**src/core_pkg.sv**
```systemverilog
// shared types for the load/store path
// the data bus width is fixed at 32 bits, so byte enables are 4 bits wide
// the dtype code 2'b11 is unused and is decoded as a word access

package core_pkg;

    // data bus width, one word
    localparam int XLEN = 32;

    // access size from the core
    typedef enum logic [1:0] {
        BYTE = 2'b00,
        HALF = 2'b01,
        WORD = 2'b10
    } mem_dtype_t;

    // OBI master states
    // IDLE        ready for a core request, OBI request driven straight from it
    // REQUESTING  captured request replayed until the grant
    // WAITING     granted, waiting for rvalid
    // HOLDING     response held until the core takes it
    typedef enum logic [1:0] {
        IDLE       = 2'b00,
        REQUESTING = 2'b01,
        WAITING    = 2'b10,
        HOLDING    = 2'b11
    } obi_state_t;

endpackage

```
**src/lsu_align.sv**
```systemverilog
// byte lane alignment between the core and the OBI word bus
// request side is combinational from the core inputs
// load side uses offset, size and sign mode captured on req_accept_i
// raw_rdata_i must be zero for writes and errors, which then give zero data

`timescale 1ns/1ps

module lsu_align #(
    parameter int ADDR_W = 32
) (
    input  logic                     clk,
    input  logic                     rst_n,

    // request from the core
    input  logic [ADDR_W-1:0]        core_addr_i,
    input  core_pkg::mem_dtype_t     core_dtype_i,
    input  logic                     core_unsigned_i,
    input  logic [core_pkg::XLEN-1:0] core_wdata_i,
    input  logic                     req_accept_i,

    // aligned request towards the controller
    output logic [3:0]               req_be_o,
    output logic [core_pkg::XLEN-1:0] req_wdata_o,
    output logic                     misaligned_o,

    // load path
    input  logic [core_pkg::XLEN-1:0] raw_rdata_i,
    output logic [core_pkg::XLEN-1:0] resp_rdata_o
);
    import core_pkg::*;

    logic [1:0]      offset;
    logic [1:0]      off_q;
    mem_dtype_t      dtype_q;
    logic            unsigned_q;
    logic [XLEN-1:0] shifted;

    // byte offset inside the word
    assign offset = core_addr_i[1:0];

    // byte enables, write lanes and misalignment
    always_comb begin
        req_be_o     = 4'b1111;
        req_wdata_o  = core_wdata_i;
        misaligned_o = 1'b0;
        case (core_dtype_i)
            BYTE: begin
                req_be_o    = 4'b0001 << offset;
                // byte copied to every lane, be picks the one
                req_wdata_o = {4{core_wdata_i[7:0]}};
            end
            HALF: begin
                req_be_o     = 4'b0011 << offset;
                // offset 3 would cross the word boundary
                misaligned_o = (offset == 2'd3);
                if (offset[0]) begin
                    // odd offset, halfword lands in lanes 1 and 2
                    req_wdata_o = {core_wdata_i[7:0], core_wdata_i[15:0], core_wdata_i[15:8]};
                end else begin
                    req_wdata_o = {2{core_wdata_i[15:0]}};
                end
            end
            default: begin
                // word, only offset 0 allowed
                req_be_o     = 4'b1111;
                misaligned_o = (offset != 2'd0);
            end
        endcase
    end

    // load info kept for the response
    always_ff @(posedge clk or negedge rst_n) begin
        if (!rst_n) begin
            off_q      <= 2'd0;
            dtype_q    <= WORD;
            unsigned_q <= 1'b0;
        end else if (req_accept_i) begin
            off_q      <= offset;
            dtype_q    <= core_dtype_i;
            unsigned_q <= core_unsigned_i;
        end
    end

    // addressed lane moved down to bit 0
    assign shifted = raw_rdata_i >> {off_q, 3'b000};

    // sign or zero extension
    always_comb begin
        case (dtype_q)
            BYTE:    resp_rdata_o = {{(XLEN-8){~unsigned_q & shifted[7]}}, shifted[7:0]};
            HALF:    resp_rdata_o = {{(XLEN-16){~unsigned_q & shifted[15]}}, shifted[15:0]};
            default: resp_rdata_o = raw_rdata_i;
        endcase
    end

endmodule

```
**config.mk**
```make
export PLATFORM = sky130hd
export DESIGN_NAME = lsu_align
export DESIGN_NICKNAME = d
export VERILOG_FILES = /design/src/core_pkg.sv /design/src/lsu_align.sv
export SDC_FILE = /design/constraint.sdc
export NUM_CORES = 1
export LEC_CHECK = 0
export ABC_AREA = 0
export BUFFER_PORTS_ARGS = -buffer_cell sky130_fd_sc_hd__buf_4
export CAP_MARGIN = 20
export CORE_MARGIN = 3
export CORE_UTILIZATION = 31
export CTS_CLUSTER_DIAMETER = 80
export CTS_CLUSTER_SIZE = 25
export DETAILED_ROUTE_END_ITERATION = 6
export GPL_TIMING_DRIVEN = 1
export PLACE_DENSITY = 0.85
export SKIP_LAST_GASP = 1
export SLEW_MARGIN = 20
export SYNTH_ARGS = -nofsm -noshare
export SYNTH_HDL_FRONTEND = slang
export SYNTH_SLANG_ARGS = --single-unit
```
**constraint.sdc**
```tcl
create_clock -name clk -period 1.8 [get_ports clk]
set_clock_uncertainty 0.05 [all_clocks]
set_input_delay 0.27 -clock clk [delete_from_list [all_inputs] [get_ports clk]]
set_output_delay 0.27 -clock clk [all_outputs]
set_load 0.01 [all_outputs]
```
==> results.json <==
{
  "outcome": "finished with violations",
  "violations": "setup timing",
  "start_util_pct": 32.9,
  "final_core_util_pct": 64.1,
  "ys_warn_count": 0,
  "worst_path_largest_cell_delay_ns": 0.53,
  "fmax_mhz": 462,
  "crit_path_start": "off_q[1]",
  "ys_ff_latch": 5,
  "fillers": 390,
  "syn-cell-area_sq_um": 1470,
  "power.density_nw_per_um2": 494,
  "register_area_sq_um": 126,
  "holdWs_ns": 0.228,
  "ir_drop_v": 0.000258,
  "slew_violations": 0,
  "antenna_cells": 0,
  "cp.required_ns": 1.48,
  "crit_type": "reg2out",
  "max_slew_margin_pct": 79.4,
  "cts.sinks": 5,
  "endpoint_kind": "primary output",
  "drv_cap": 0,
  "yosysMostFrequentCell": "nand2_1",
  "rows": 24,
  "setup_tns_ns": -8.83,
  "cts_tree": "yes",
  "start_kind": "register",
  "crit_fanout": 16,
  "final_layout_size_suffix_gt1_share_pct": 57.0,
  "drc": 0,
  "synth_ff_type": "dfrtp_1",
  "arrival_ns": 1.84,
  "hp-start": "core_unsigned_i",
  "synth_nets": 322,
  "synth_commonest_cells": "nand2_1, o21ai_0, mux2i_1",
  "die-area_sq_um": 5620,
  "place_hpwl_mm": 5.23,
  "finalCritPeriodShare_pct": 120,
  "die_y_um": 75.0,
  "htreeDepth": 1,
  "crit_family": "multiplexers",
  "rsz0062_at_grt": "true",
  "grt_max_degree": 29,
  "syn_inst": 220,
  "cts_buffers": 3,
  "clockBufferDepth": 2,
  "gr-total-overflow": 0,
  "gp_congestion": 0.790,
  "synthTopCellsByArea": "nand2_1, mux2i_1, mux2_2, o21ai_0, dfrtp_1",
  "dr.pass1.iters": 4,
  "core_area_sq_um": 4470,
  "fin_area_sq_um": 2870,
  "clock-root-buffer": "clkbuf_8",
  "clk_latency_ns": 0.21,
  "grt_usage_pct": 21.1,
  "path_cells": "mux4_2 -> and3b_4 -> a31oi_4 -> buf_12 -> nand2_1 -> buf_4",
  "netlist.area_leader.share_pct": 18.1,
  "netlist-cell-type-count": 27,
  "crit_path_top_delay_cell": "mux4_2",
  "hold_class": "in2reg",
  "hold_viol_final": 0,
  "seq_area_frac_synth_pct": 8.57,
  "finalSetupViolations": 32,
  "r2r_start": "off_q[1]",
  "grt_pass1_vias": 2116,
  "routed_wl_mm": 6.40,
  "yosysTopAreaCell": "nand2_1",
  "vias": 2191,
  "multi_input_area_sq_um": 1330,
  "drt_iter0_drc": 65,
  "leakage_nw": 1.54,
  "area_growth_syn_to_layout_pct": 94.5,
  "io_buffers": 140,
  "finalCriticalPeriod_ns": 2.16,
  "clk_pin_slew_worst_paths_ns": 0.04,
  "io_pins": 171,
  "grt_pass1_wl_mm": 9.47,
  "async_flop_share_pct": 100,
  "synth_enable_flop_cells": 0,
  "tightest_slew_ns": 0.305,
  "dieWidth_um": 75.0,
  "layout_setup_ws_ns": -0.363,
  "wire_per_inst_um": 15.1,
  "antenna_found_initial": 0,
  "viasPerCell": 5.17,
  "place_ws_ns": -0.160,
  "final_nets": 475,
  "crit_buf_inv": 2,
  "dpl_cell_area_sq_um": 2690,
  "avgSynthCellArea_sq_um": 6.70,
  "ant_nets": 0
}
==> registers in the layout, indices dropped and copies added, names as in the netlist <==
| register | cells |
|---|---|
| unsigned_q | 1 |
| dtype_q | 2 |
| off_q | 2 |
==> routing by layer <==
| layer | GRT usage, % | vias to the layer above | wire length (um) |
|---|---|---|---|
| met3 | 4.54 | 14 | 520 |
| met2 | 40.5 | 99 | 3450 |
| li1 | - | 1076 | - |
| met4 | 5.14 | 0 | 157 |
| met5 | 0 | - | 0 |
| met1 | 23.1 | 1002 | 2270 |
==> cell type report <==
| type | count | share of cell area, % |
|---|---|---|
| flip-flops and latches | 5 | 4.41 |
| inverters | 3 | 0.393 |
| multi-input cells | 194 | 46.5 |
| clock buffers | 4 | 1.57 |
| repair buffers | 166 | 44.8 |
| well taps | 52 | 2.27 |
==> per-stage QoR <==
step / cells / power (mW)
after floorplan: 220 / 0.595
after detailed placement: 417 / 1.15
after global routing: 424 / 1.53
after CTS: 424 / 1.38
final: 424 / 1.42
after global placement: 417 / 1.12
==> worst min-delay path, stage by stage <==
cell,delay [ns]
buf_4,0.08
nand2_1,0.05
o21ai_0,0.06
==> cells by family (layout without fill, tap and decap cells) <==
kind of cell / count (synthesis) / count (layout) / synth area share [%]
buffers and inverters: 21 / 173 / 6.28
and+or+nand+nor: 91 / 91 / 26.5
muxes: 46 / 46 / 33.9
DFF: 5 / 5 / 8.57
AOI/OAI and AO/OA: 57 / 57 / 24.8
==> report_power, final <==
group	leakage, nW	internal [mW]	switching, mW	total, mW
logic	1.46	0.582	0.494	1.08
clock network	0.0228	0.152	0.0492	0.201
registers	0.0577	0.126	0.0128	0.139
==> placed cells by master, fill, tap and decap left out, drive strengths merged <==
master       count
or2              1
o21ai           28
nand2           72
mux2            21
o211a            7
o21bai           3
o31ai            7
a31oi            1
nor2             4
and3b            1
nor2b           10
buf            165
mux4             1
nand3b           1
dfstp            1
nand2b           1
dfrtp            4
mux2i           24
dlygate4sd3      1
clkbuf           4
a21oi           10
a221oi           1
nand3            1
inv              3
==> what timing repair did <==
action	4_1_cts	5_1_grt
buffers inserted	2	0
endpoints found under the hold margin	5	0
pin swaps	0	2
endpoints found under the setup margin	32	32
gates resized for setup	14	17
hold buffers	1	0
==> worst paths after layout <==
| check | slack [ns] | cells after the start | end |
|---|---|---|---|
| worst min-delay path | 0.23 | 3 | unsigned_q |
| max in group asynchronous | 1.13 | 2 | dtype_q[1] |
| min in group asynchronous | 0.38 | 2 | unsigned_q |
| worst max register to register | 0.71 | 3 | off_q[1] |
| worst max-delay path | -0.36 | 6 | resp_rdata_o[16] |
| worst min register to register | 0.57 | 2 | unsigned_q |
No activity file was read; power rests on OpenSTA's default activity.
