[config.mk]
export PLATFORM = sky130hd
export DESIGN_NAME = obi_controller
export DESIGN_NICKNAME = d
export VERILOG_FILES = /design/src/core_pkg.sv /design/src/obi_controller.sv
export SDC_FILE = /design/constraint.sdc
export NUM_CORES = 1
export LEC_CHECK = 0
export BUFFER_PORTS_ARGS = -buffer_cell sky130_fd_sc_hd__buf_2
export CORE_MARGIN = 4
export CORE_UTILIZATION = 40
export CTS_BUF_LIST = sky130_fd_sc_hd__clkbuf_4
export CTS_CLUSTER_DIAMETER = 200
export DETAILED_ROUTE_END_ITERATION = 12
export HOLD_SLACK_MARGIN = 0.06
export PLACE_DENSITY = 0.79
export RECOVER_POWER = 25
export SLEW_MARGIN = 10
export SYNTH_ARGS = -nofsm -noshare
export SYNTH_HDL_FRONTEND = slang
export SYNTH_SLANG_ARGS = --single-unit
[constraint.sdc]
create_clock -name clk -period 2.6 [get_ports clk]
set_input_delay 0.26 -clock clk [delete_from_list [all_inputs] [get_ports clk]]
set_output_delay 0.26 -clock clk [all_outputs]
set_load 0.02 [all_outputs]
[src/core_pkg.sv]
// shared types for the load/store path
// the data bus width is fixed at 32 bits, so byte enables are 4 bits wide
// the dtype code 2'b11 is unused and is decoded as a word access

package core_pkg;

    // data bus width, one word
    localparam int XLEN = 32;

    // access size from the core
    typedef enum logic [1:0] {
        BYTE = 2'b00,
        HALF = 2'b01,
        WORD = 2'b10
    } mem_dtype_t;

    // OBI master states
    // IDLE        ready for a core request, OBI request driven straight from it
    // REQUESTING  captured request replayed until the grant
    // WAITING     granted, waiting for rvalid
    // HOLDING     response held until the core takes it
    typedef enum logic [1:0] {
        IDLE       = 2'b00,
        REQUESTING = 2'b01,
        WAITING    = 2'b10,
        HOLDING    = 2'b11
    } obi_state_t;

endpackage

[src/obi_controller.sv]
// OBI master for one outstanding transaction
// assumes rvalid is returned after the grant, never in the grant cycle
// response is held until resp_ready_i, no new request is taken meanwhile
// misaligned requests complete with an error and no bus transfer
// atomics are not supported, obi_atop_o is tied to zero

`timescale 1ns/1ps

module obi_controller #(
    parameter int ADDR_W = 32
) (
    input  logic                      clk,
    input  logic                      rst_n,

    // core request
    input  logic                      core_valid_i,
    output logic                      core_ready_o,
    input  logic [ADDR_W-1:0]         core_addr_i,
    input  logic                      core_we_i,

    // aligned request from lsu_align
    input  logic [3:0]                req_be_i,
    input  logic [core_pkg::XLEN-1:0] req_wdata_i,
    input  logic                      misaligned_i,
    output logic                      req_accept_o,

    // response to the core
    output logic                      resp_valid_o,
    input  logic                      resp_ready_i,
    output logic [core_pkg::XLEN-1:0] raw_rdata_o,
    output logic                      resp_err_o,

    // OBI master
    output logic                      obi_req_o,
    input  logic                      obi_gnt_i,
    output logic [ADDR_W-1:0]         obi_addr_o,
    output logic                      obi_we_o,
    output logic [3:0]                obi_be_o,
    output logic [core_pkg::XLEN-1:0] obi_wdata_o,
    output logic [5:0]                obi_atop_o,
    input  logic                      obi_rvalid_i,
    input  logic [core_pkg::XLEN-1:0] obi_rdata_i,
    input  logic                      obi_err_i
);
    import core_pkg::*;

    obi_state_t        state_q;
    obi_state_t        state_d;

    // captured request, word address only
    logic [ADDR_W-1:2] addr_q;
    logic              we_q;
    logic [3:0]        be_q;
    logic [XLEN-1:0]   wdata_q;

    // held response
    logic [XLEN-1:0]   rdata_q;
    logic              err_q;

    assign obi_atop_o   = 6'b000000;
    assign resp_valid_o = (state_q == HOLDING);
    assign raw_rdata_o  = rdata_q;
    assign resp_err_o   = err_q;

    always_comb begin
        state_d      = state_q;
        core_ready_o = 1'b0;
        req_accept_o = 1'b0;
        obi_req_o    = 1'b0;
        // replay from the capture registers by default
        obi_addr_o   = {addr_q, 2'b00};
        obi_we_o     = we_q;
        obi_be_o     = be_q;
        obi_wdata_o  = wdata_q;
        case (state_q)
            IDLE: begin
                core_ready_o = 1'b1;
                req_accept_o = core_valid_i;
                // bus sees the core request in the same cycle
                obi_req_o    = core_valid_i & ~misaligned_i;
                obi_addr_o   = {core_addr_i[ADDR_W-1:2], 2'b00};
                obi_we_o     = core_we_i;
                obi_be_o     = req_be_i;
                obi_wdata_o  = req_wdata_i;
                if (core_valid_i) begin
                    if (misaligned_i) begin
                        state_d = HOLDING;
                    end else if (obi_gnt_i) begin
                        state_d = WAITING;
                    end else begin
                        state_d = REQUESTING;
                    end
                end
            end
            REQUESTING: begin
                obi_req_o = 1'b1;
                if (obi_gnt_i) begin
                    state_d = WAITING;
                end
            end
            WAITING: begin
                if (obi_rvalid_i) begin
                    state_d = HOLDING;
                end
            end
            default: begin
                // HOLDING, wait for the core to take it
                if (resp_ready_i) begin
                    state_d = IDLE;
                end
            end
        endcase
    end

    always_ff @(posedge clk or negedge rst_n) begin
        if (!rst_n) begin
            state_q <= IDLE;
        end else begin
            state_q <= state_d;
        end
    end

    // request capture on acceptance
    always_ff @(posedge clk) begin
        if (req_accept_o) begin
            addr_q  <= core_addr_i[ADDR_W-1:2];
            we_q    <= core_we_i;
            be_q    <= req_be_i;
            wdata_q <= req_wdata_i;
        end
    end

    // response register
    always_ff @(posedge clk or negedge rst_n) begin
        if (!rst_n) begin
            rdata_q <= '0;
            err_q   <= 1'b0;
        end else if (state_q == IDLE && core_valid_i && misaligned_i) begin
            // error without touching the bus
            rdata_q <= '0;
            err_q   <= 1'b1;
        end else if (state_q == WAITING && obi_rvalid_i) begin
            // writes return no data
            rdata_q <= we_q ? '0 : obi_rdata_i;
            err_q   <= obi_err_i;
        end
    end

endmodule

==> results of run 1 <==
-- Yosys cell counts --
cell type	count	share of area, %
or4_1	1	0.16
and2_1	1	0.14
buf_4	10	1.6
a211o_1	1	0.19
inv_1	4	0.33
mux2_2	67	17
dfrtp_1	35	19
buf_2	9	0.99
clkbuf_1	10	0.82
nand2b_2	1	0.19
a31oi_1	1	0.14
a21oi_1	32	3.5
nand3_1	1	0.11
conb_1	1	0.082
nand3b_1	1	0.16
o21a_1	3	0.49
ha_1	5	1.4
nand2_1	2	0.16
clkbuf_2	1	0.11
nor3_1	1	0.11
buf_6	1	0.25
edfxtp_1	67	44
nand2b_1	1	0.14
nor3b_1	32	5.3
o221ai_2	1	0.33
nor2_1	34	2.8
o21ai_0	1	0.11
and3_1	2	0.27
o22ai_1	1	0.14
-- worst paths after layout --
kind | startpoint | end | slack [ns]
worst min register to register | resp_err_o$_DFFE_PN0P_ | resp_err_o$_DFFE_PN0P_ | 0.52
worst max register to register | state_q[1]$_DFFE_PN0P_ | state_q[1]$_DFFE_PN0P_ | 0.70
min in group asynchronous | rst_n | raw_rdata_o[27]$_DFFE_PN0P_ | 0.83
worst max-delay path | state_q[1]$_DFFE_PN0P_ | obi_wdata_o[30] | 0.12
max in group asynchronous | rst_n | state_q[1]$_DFFE_PN0P_ | 0.68
worst min-delay path | obi_err_i | resp_err_o$_DFFE_PN0P_ | 0.15
-- worst register-to-register path: cells and delay by family, from the launching register on --
family,cells,cell delay [ns]
compound gates,1,0.08
buf+inv,2,0.40
fa+ha+maj,1,0.31
simple gates,2,0.58
flops,1,0.46
-- layout by cell type (no fill, tap or decap), types with 2 or more instances in the layout --
master         synthesis  routed
clkbuf_2               1       4
buf_2                  9     159
bufinv_16              0       2
o21a_1                 3       3
conb_1                 1       8
a21oi_1               32      32
inv_1                  4       4
mux2_2                67      67
dlygate4sd3_1          0      68
nor2_1                34      34
nor3b_1               32      32
buf_4                 10       9
edfxtp_1              67      67
dfrtp_1               35      35
ha_1                   5       4
clkbuf_1              10      46
clkbuf_4               0      10
and3_1                 2       2
diode_2                0       2
-- stage by stage --
stage	total power [mW]	utilization (%)
after floorplan	4.83	-
after global placement	5.87	52.2
after detailed placement	5.96	52.2
after CTS	6.98	59.9
after global routing	7.37	59.5
final	6.98	59.5
-- registers in the layout, summed over array words and instances, names as in the netlist --
name	count
raw_rdata_o	32
wdata_q	32
addr_q	30
be_q	4
state_q	2
resp_err_o	1
we_q	1
-- cells by family (layout without fill, tap and decap cells) --
group	after synthesis	count (layout)	synth area share (%)
adder cells (fa/ha/maj)	5	5	1.37
other	1	10	0.0823
AO/OA/AOI/OAI	40	40	4.92
AND/OR/NAND/NOR	77	77	9.53
flip-flops	102	102	63.4
buffers and inverters	35	309	4.15
multiplexers	67	67	16.6
-- per-layer routing --
| layer | vias to the layer above | track usage [%] | wire (um) |
|---|---|---|---|
| met5 | - | 0 | 0 |
| met4 | 0 | 7.98 | 307 |
| met3 | 23 | 3.96 | 589 |
| met2 | 119 | 37.8 | 7260 |
| met1 | 1799 | 20.0 | 4780 |
| li1 | 1731 | - | - |
-- repair_timing --
action / 4_1_cts / 5_1_grt
hold buffers: 68 / 0
setup endpoints to repair: 0 / 54
endpoints found under the hold margin: 102 / 0
gates resized for setup: 0 / 1
buffers inserted: 0 / 1
-- final cells by class --
class | count | area [um^2] | area share [%]
antenna | 2 | 5.00 | 0.0765
inverter | 4 | 15.0 | 0.230
sequential | 102 | 2890 | 44.2
multi-input combinational | 197 | 1520 | 23.3
clock buffer | 10 | 75.1 | 1.15
clock inverter | 6 | 86.3 | 1.32
tap | 140 | 175 | 2.68
timing repair buffer | 289 | 1770 | 27.1
-- power by group --
| group | total, mW | switching, mW | leakage, nW | internal (mW) |
|---|---|---|---|---|
| sequential | 2.45 | 0.213 | 1.08 | 2.24 |
| clock | 0.929 | 0.528 | 0.0830 | 0.400 |
| combinational | 3.60 | 2.17 | 1.65 | 1.42 |
==> results.md, run 1 <==
* Finished Layout Cells at 750
* Synth unique cells at 29
* Share of layout cells above drive strength 1 at 43.1%
* Yosys reg bits at 102
* Routed WL per cell at 17.2 um
* Vias in the first global route at 3932
* Io pins at 221
* Clk_lat worst skew at 0.47 ns
* Static Leak at 2.82 nW
* Fin worst setup slack at 0.122 ns
* Die area at 0.0132 mm^2
* Synth Cell Area at 0.00456 mm^2
* DRT Pass-1 Iters at 5
* Fin Hold WS at 0.152 ns
* Post-Place Cells at 663
* Largest net degree at the start of global routing at 66
* Peak supply drop at 0.476 mV
* Crit-path leading delay family: buffers and inverters
* Routed vias at 3672
* Setup WS pre-CTS at 0.566 ns
* Congestion Overflow GR at 0
* Clock skew at 0.0334 ns
* Final ANT Viol Nets at 0
* Status: complete, but fails checks
* H-tree Lvls at 3
* NumNets Final at 717
* Final setup fails at 0
* CTS tree: done
* Post-DP Area at 0.00574 mm^2
* Stages on the worst setup path at 5
* DRC viols at 0
* Worst path cell trace: inv_1 -> ha_4 -> buf_4 -> mux2_2 -> buf_2
* Hold Fails Final Rpt at 0
* Minimum clock period at 2.48 ns
* Die W at 115 um
* Critical Path End Type: output pin
* Worst r2r path cells at 6
* Critical path class: reg -> out
* DRT iter0 DRCs at 171
* Total GRT Usage at 19.4%
* Max cap viols at 1
* CTS Buffer Depth at 2
* Syn_area_per_cell at 13.9 um^2
* CTS root buffer: clkbuf_4
* Initial Util at 41.5%
* Initial antenna violation count at 2
* Crit Path Max Fanout at 13
* Violated checks: max-capacitance violations, max-slew violations
* Clock sink count at 102
* Relative slew margins at -24.6%
* Startpoint Class: flip-flop
* Area Overhead vs Synth at 43.5%
* Total CTS buffers at 9
* Core ar. at 0.0110 mm^2
* Row count at 38
* Hold Crit Depth at 3
* Post-Route WL at 12900 um
* Vias per Instance at 4.90
* First-pass GRT wire length at 19800 um
* Final Slew Violations at 36
* Fillers at 897
* Synthesized instance count at 327
* CP max stage cell: dfrtp_1
* Cell area after layout at 0.00654 mm^2
* Setup TNS at 0 ns
* Path type of the worst min-delay path: in -> reg
* Fin crit share at 95.3%
* Dpl hpwl at 8510 um
* Sequential share of the synthesized area at 63.4%
* Power Density at 1070 mW/mm^2
* Yosys warning count at 0
* Clk pin slew, worst setup/hold paths at 0.15 ns
* CP bufs+invs at 3
* Final RePlAce weighted congestion at 0.786
* Biggest cell delay along the critical path at 0.46 ns
* Fmax achieved at 403 MHz
* CP required at 2.34 ns
* Die H at 115 um
* RSZ-0062 raised after global routing: false
* Crit path DAT at 2.22 ns
* Slew @ Worst Pin at 1.87 ns
* Port-buffer cells at 210
(Power assumes the default switching activity.)
==> run 2: changes to the inputs <==
==> constraint.sdc (replaced) <==
create_clock -name clk -period 2.05 [get_ports clk]
set_input_delay 0.205 -clock clk [delete_from_list [all_inputs] [get_ports clk]]
set_output_delay 0.205 -clock clk [all_outputs]
set_load 0.02 [all_outputs]
==> results.md, run 2 (same netlist as run 1, synthesis figures left out) <==
* Clock sink count at 102 (unchanged)
* Final RePlAce weighted congestion at 0.820 (+4.4%)
* Critical Path End Type: output pin
* CTS root buffer: clkbuf_4
* Largest net degree at the start of global routing at 66 (unchanged)
* Initial antenna violation count at 1 (-1)
* H-tree Lvls at 3 (unchanged)
* Power share of the clock group at 8.9% (-4.4 points)
* Peak supply drop at 0.792 mV (+67%)
* Routed WL per cell at 19.3 um (+12%)
* Congestion Overflow GR at 0 (unchanged)
* First-pass GRT wire length at 20000 um (+1.2%)
* P_int at 6.48 mW (+59%)
* Origin of the worst setup path: state_q[1]$_DFFE_PN0P_
* Fmax achieved at 468 MHz
* DRT Pass-1 Iters at 4 (-1)
* Vias in the first global route at 3969 (+0.94%)
* Sw Ratio at 39.7% (-2.1 points)
* Crit path DAT at 1.93 ns (-0.29 ns)
* Die area at 0.0132 mm^2 (unchanged)
* Clk pin slew, worst setup/hold paths at 0.15 ns (about the same)
* Tot Pwr at 10.7 mW (+54%)
* Die W at 115 um (unchanged)
* Routed vias at 3848 (+4.8%)
* Io pins at 221 (unchanged)
* Fin crit share at 104%
* Combinational power share at 62.2% (+11 points)
* Sw Pwr at 4.26 mW (+46%)
* Hold Fails Final Rpt at 0 (unchanged)
* RSZ-0062 raised after global routing: true
* Clk_lat worst skew at 0.45 ns (-0.02 ns)
* Status: complete, but fails checks
* Max cap viols at 0 (-1)
* Setup WS pre-CTS at 0.0535 ns (-0.512 ns)
* R2r startpoint: state_q[1]$_DFFE_PN0P_
* DRT iter0 DRCs at 144 (-16%)
* Share of layout cells above drive strength 1 at 45.6% (+2.5 points)
* Path type of the worst min-delay path: in -> reg
* CP required at 1.85 ns (-0.49 ns)
* Final setup fails at 66 (+66)
* Sequential power share at 28.9% (-6.2 points)
* Worst hold start: obi_rdata_i[23]
* Fillers at 751 (-16%)
* Dpl hpwl at 8080 um (-5.0%)
* Initial Util at 41.5% (unchanged)
* Relative slew margins at 47.4% (+72 points)
* Area of the multi-input gates at 0.00176 mm^2 (+15%)
* Area Overhead vs Synth at 64.3%
* Startpoint Class: flip-flop
* Power Density at 1430 mW/mm^2 (+34%)
* CTS tree: done
* Vias per Instance at 5.00 (+2.1%)
* Post-Route WL at 14900 um (+15%)
* Crit Path Max Fanout at 6 (-7)
* Fin worst setup slack at -0.0852 ns (-0.207 ns)
* Most frequent cells in the layout: buf_2 (99), dlygate4sd3_1 (69), edfxtp_1 (67)
* Slew @ Worst Pin at 0.789 ns (-1.08 ns)
* Core ar. at 0.0110 mm^2 (unchanged)
* Final ANT Viol Nets at 0 (unchanged)
* Critical path class: reg -> out
* Commonest non-fill, non-tap cell in the layout: buf_2
* Total CTS buffers at 9 (unchanged)
* Die H at 115 um (unchanged)
* Violated checks: negative setup slack
* DRC viols at 0 (unchanged)
* CTS Buffer Depth at 2 (unchanged)
* Final Slew Violations at 0 (-100%)
* Static Leak at 3.33 nW (+18%)
* Minimum clock period at 2.14 ns
* Port-buffer cells at 210 (unchanged)
* Total GRT Usage at 19.7% (+0.26 points)
* Clock skew at 0.0163 ns (-0.0171 ns)
* NumNets Final at 738 (+2.9%)
* Register area at 0.00289 mm^2 (about the same)
* Row count at 38 (unchanged)
[run 2: final timing paths]
kind	endpoint	slack (ns)	depth (start not counted)
min in group asynchronous	raw_rdata_o[21]$_DFFE_PN0P_	0.36	2
hold / removal	raw_rdata_o[23]$_DFFE_PN0P_	0.13	4
hold reg to reg	raw_rdata_o[4]$_DFFE_PN0P_	0.52	2
max in group asynchronous	state_q[1]$_DFFE_PN0P_	1.15	2
setup / recovery	obi_wdata_o[30]	-0.09	6
setup reg to reg	state_q[1]$_DFFE_PN0P_	0.12	9
[run 2: power by group through the flow]
stage	clock network, mW	registers, mW	logic [mW]
floorplan	0	3.50	2.62
global placement	0	3.10	4.28
detailed placement	0	3.13	4.39
CTS	0.997	3.09	5.23
global route	1.08	3.17	7.00
finish	0.955	3.10	6.68
[run 2: final cells by class]
type | count | share of cell area, %
Sequential cell | 102 | 38.6
Timing Repair Buffer | 310 | 33.7
Multi-Input combinational cell | 197 | 23.5
Tap cell | 140 | 2.34
Clock buffer | 11 | 1.10
Clock inverter | 5 | 0.485
Inverter | 4 | 0.234
Antenna cell | 1 | 0.0334
[run 2: worst max-delay path: stages (launching register included)]
cell	delay [ns]
dfrtp_2	0.46
inv_4	0.08
ha_4	0.16
buf_12	0.14
clkbuf_16	0.15
mux2_2	0.34
buf_6	0.14
[run 2: per-layer routing]
| metal | part of all wire [%] | track usage [%] | vias to the layer above |
|---|---|---|---|
| met5 | 0 | 0 | - |
| met4 | 3.6 | 9.08 | 0 |
| met3 | 4.9 | 4.07 | 38 |
| met2 | 54 | 36.2 | 138 |
| met1 | 37 | 21.6 | 1900 |
| li1 | - | - | 1772 |
[run 2: stage by stage]
stage               setup TNS [ns]  instance area [um^2]  utilization (%)  hold slack [ns]  cells
finish                       -3.52                  7490             68.2            0.135    770
global route                 -8.90                  7490             68.2            0.100    770
CTS                          -7.76                  6850             62.3           0.0709    758
detailed placement               0                  5730             52.2            0.333    660
global placement                 0                  5730             52.2            0.316    660
floorplan                        0                  4580                -          -0.0906    334
[run 2: timing repair]
action                     CTS  global route
hold buffers                69             0
pin swaps                    1             5
buffers inserted            10             8
hold endpoints to repair   103             0
gates cloned                 3             7
setup endpoints to repair   70            68
resized for setup           41           169
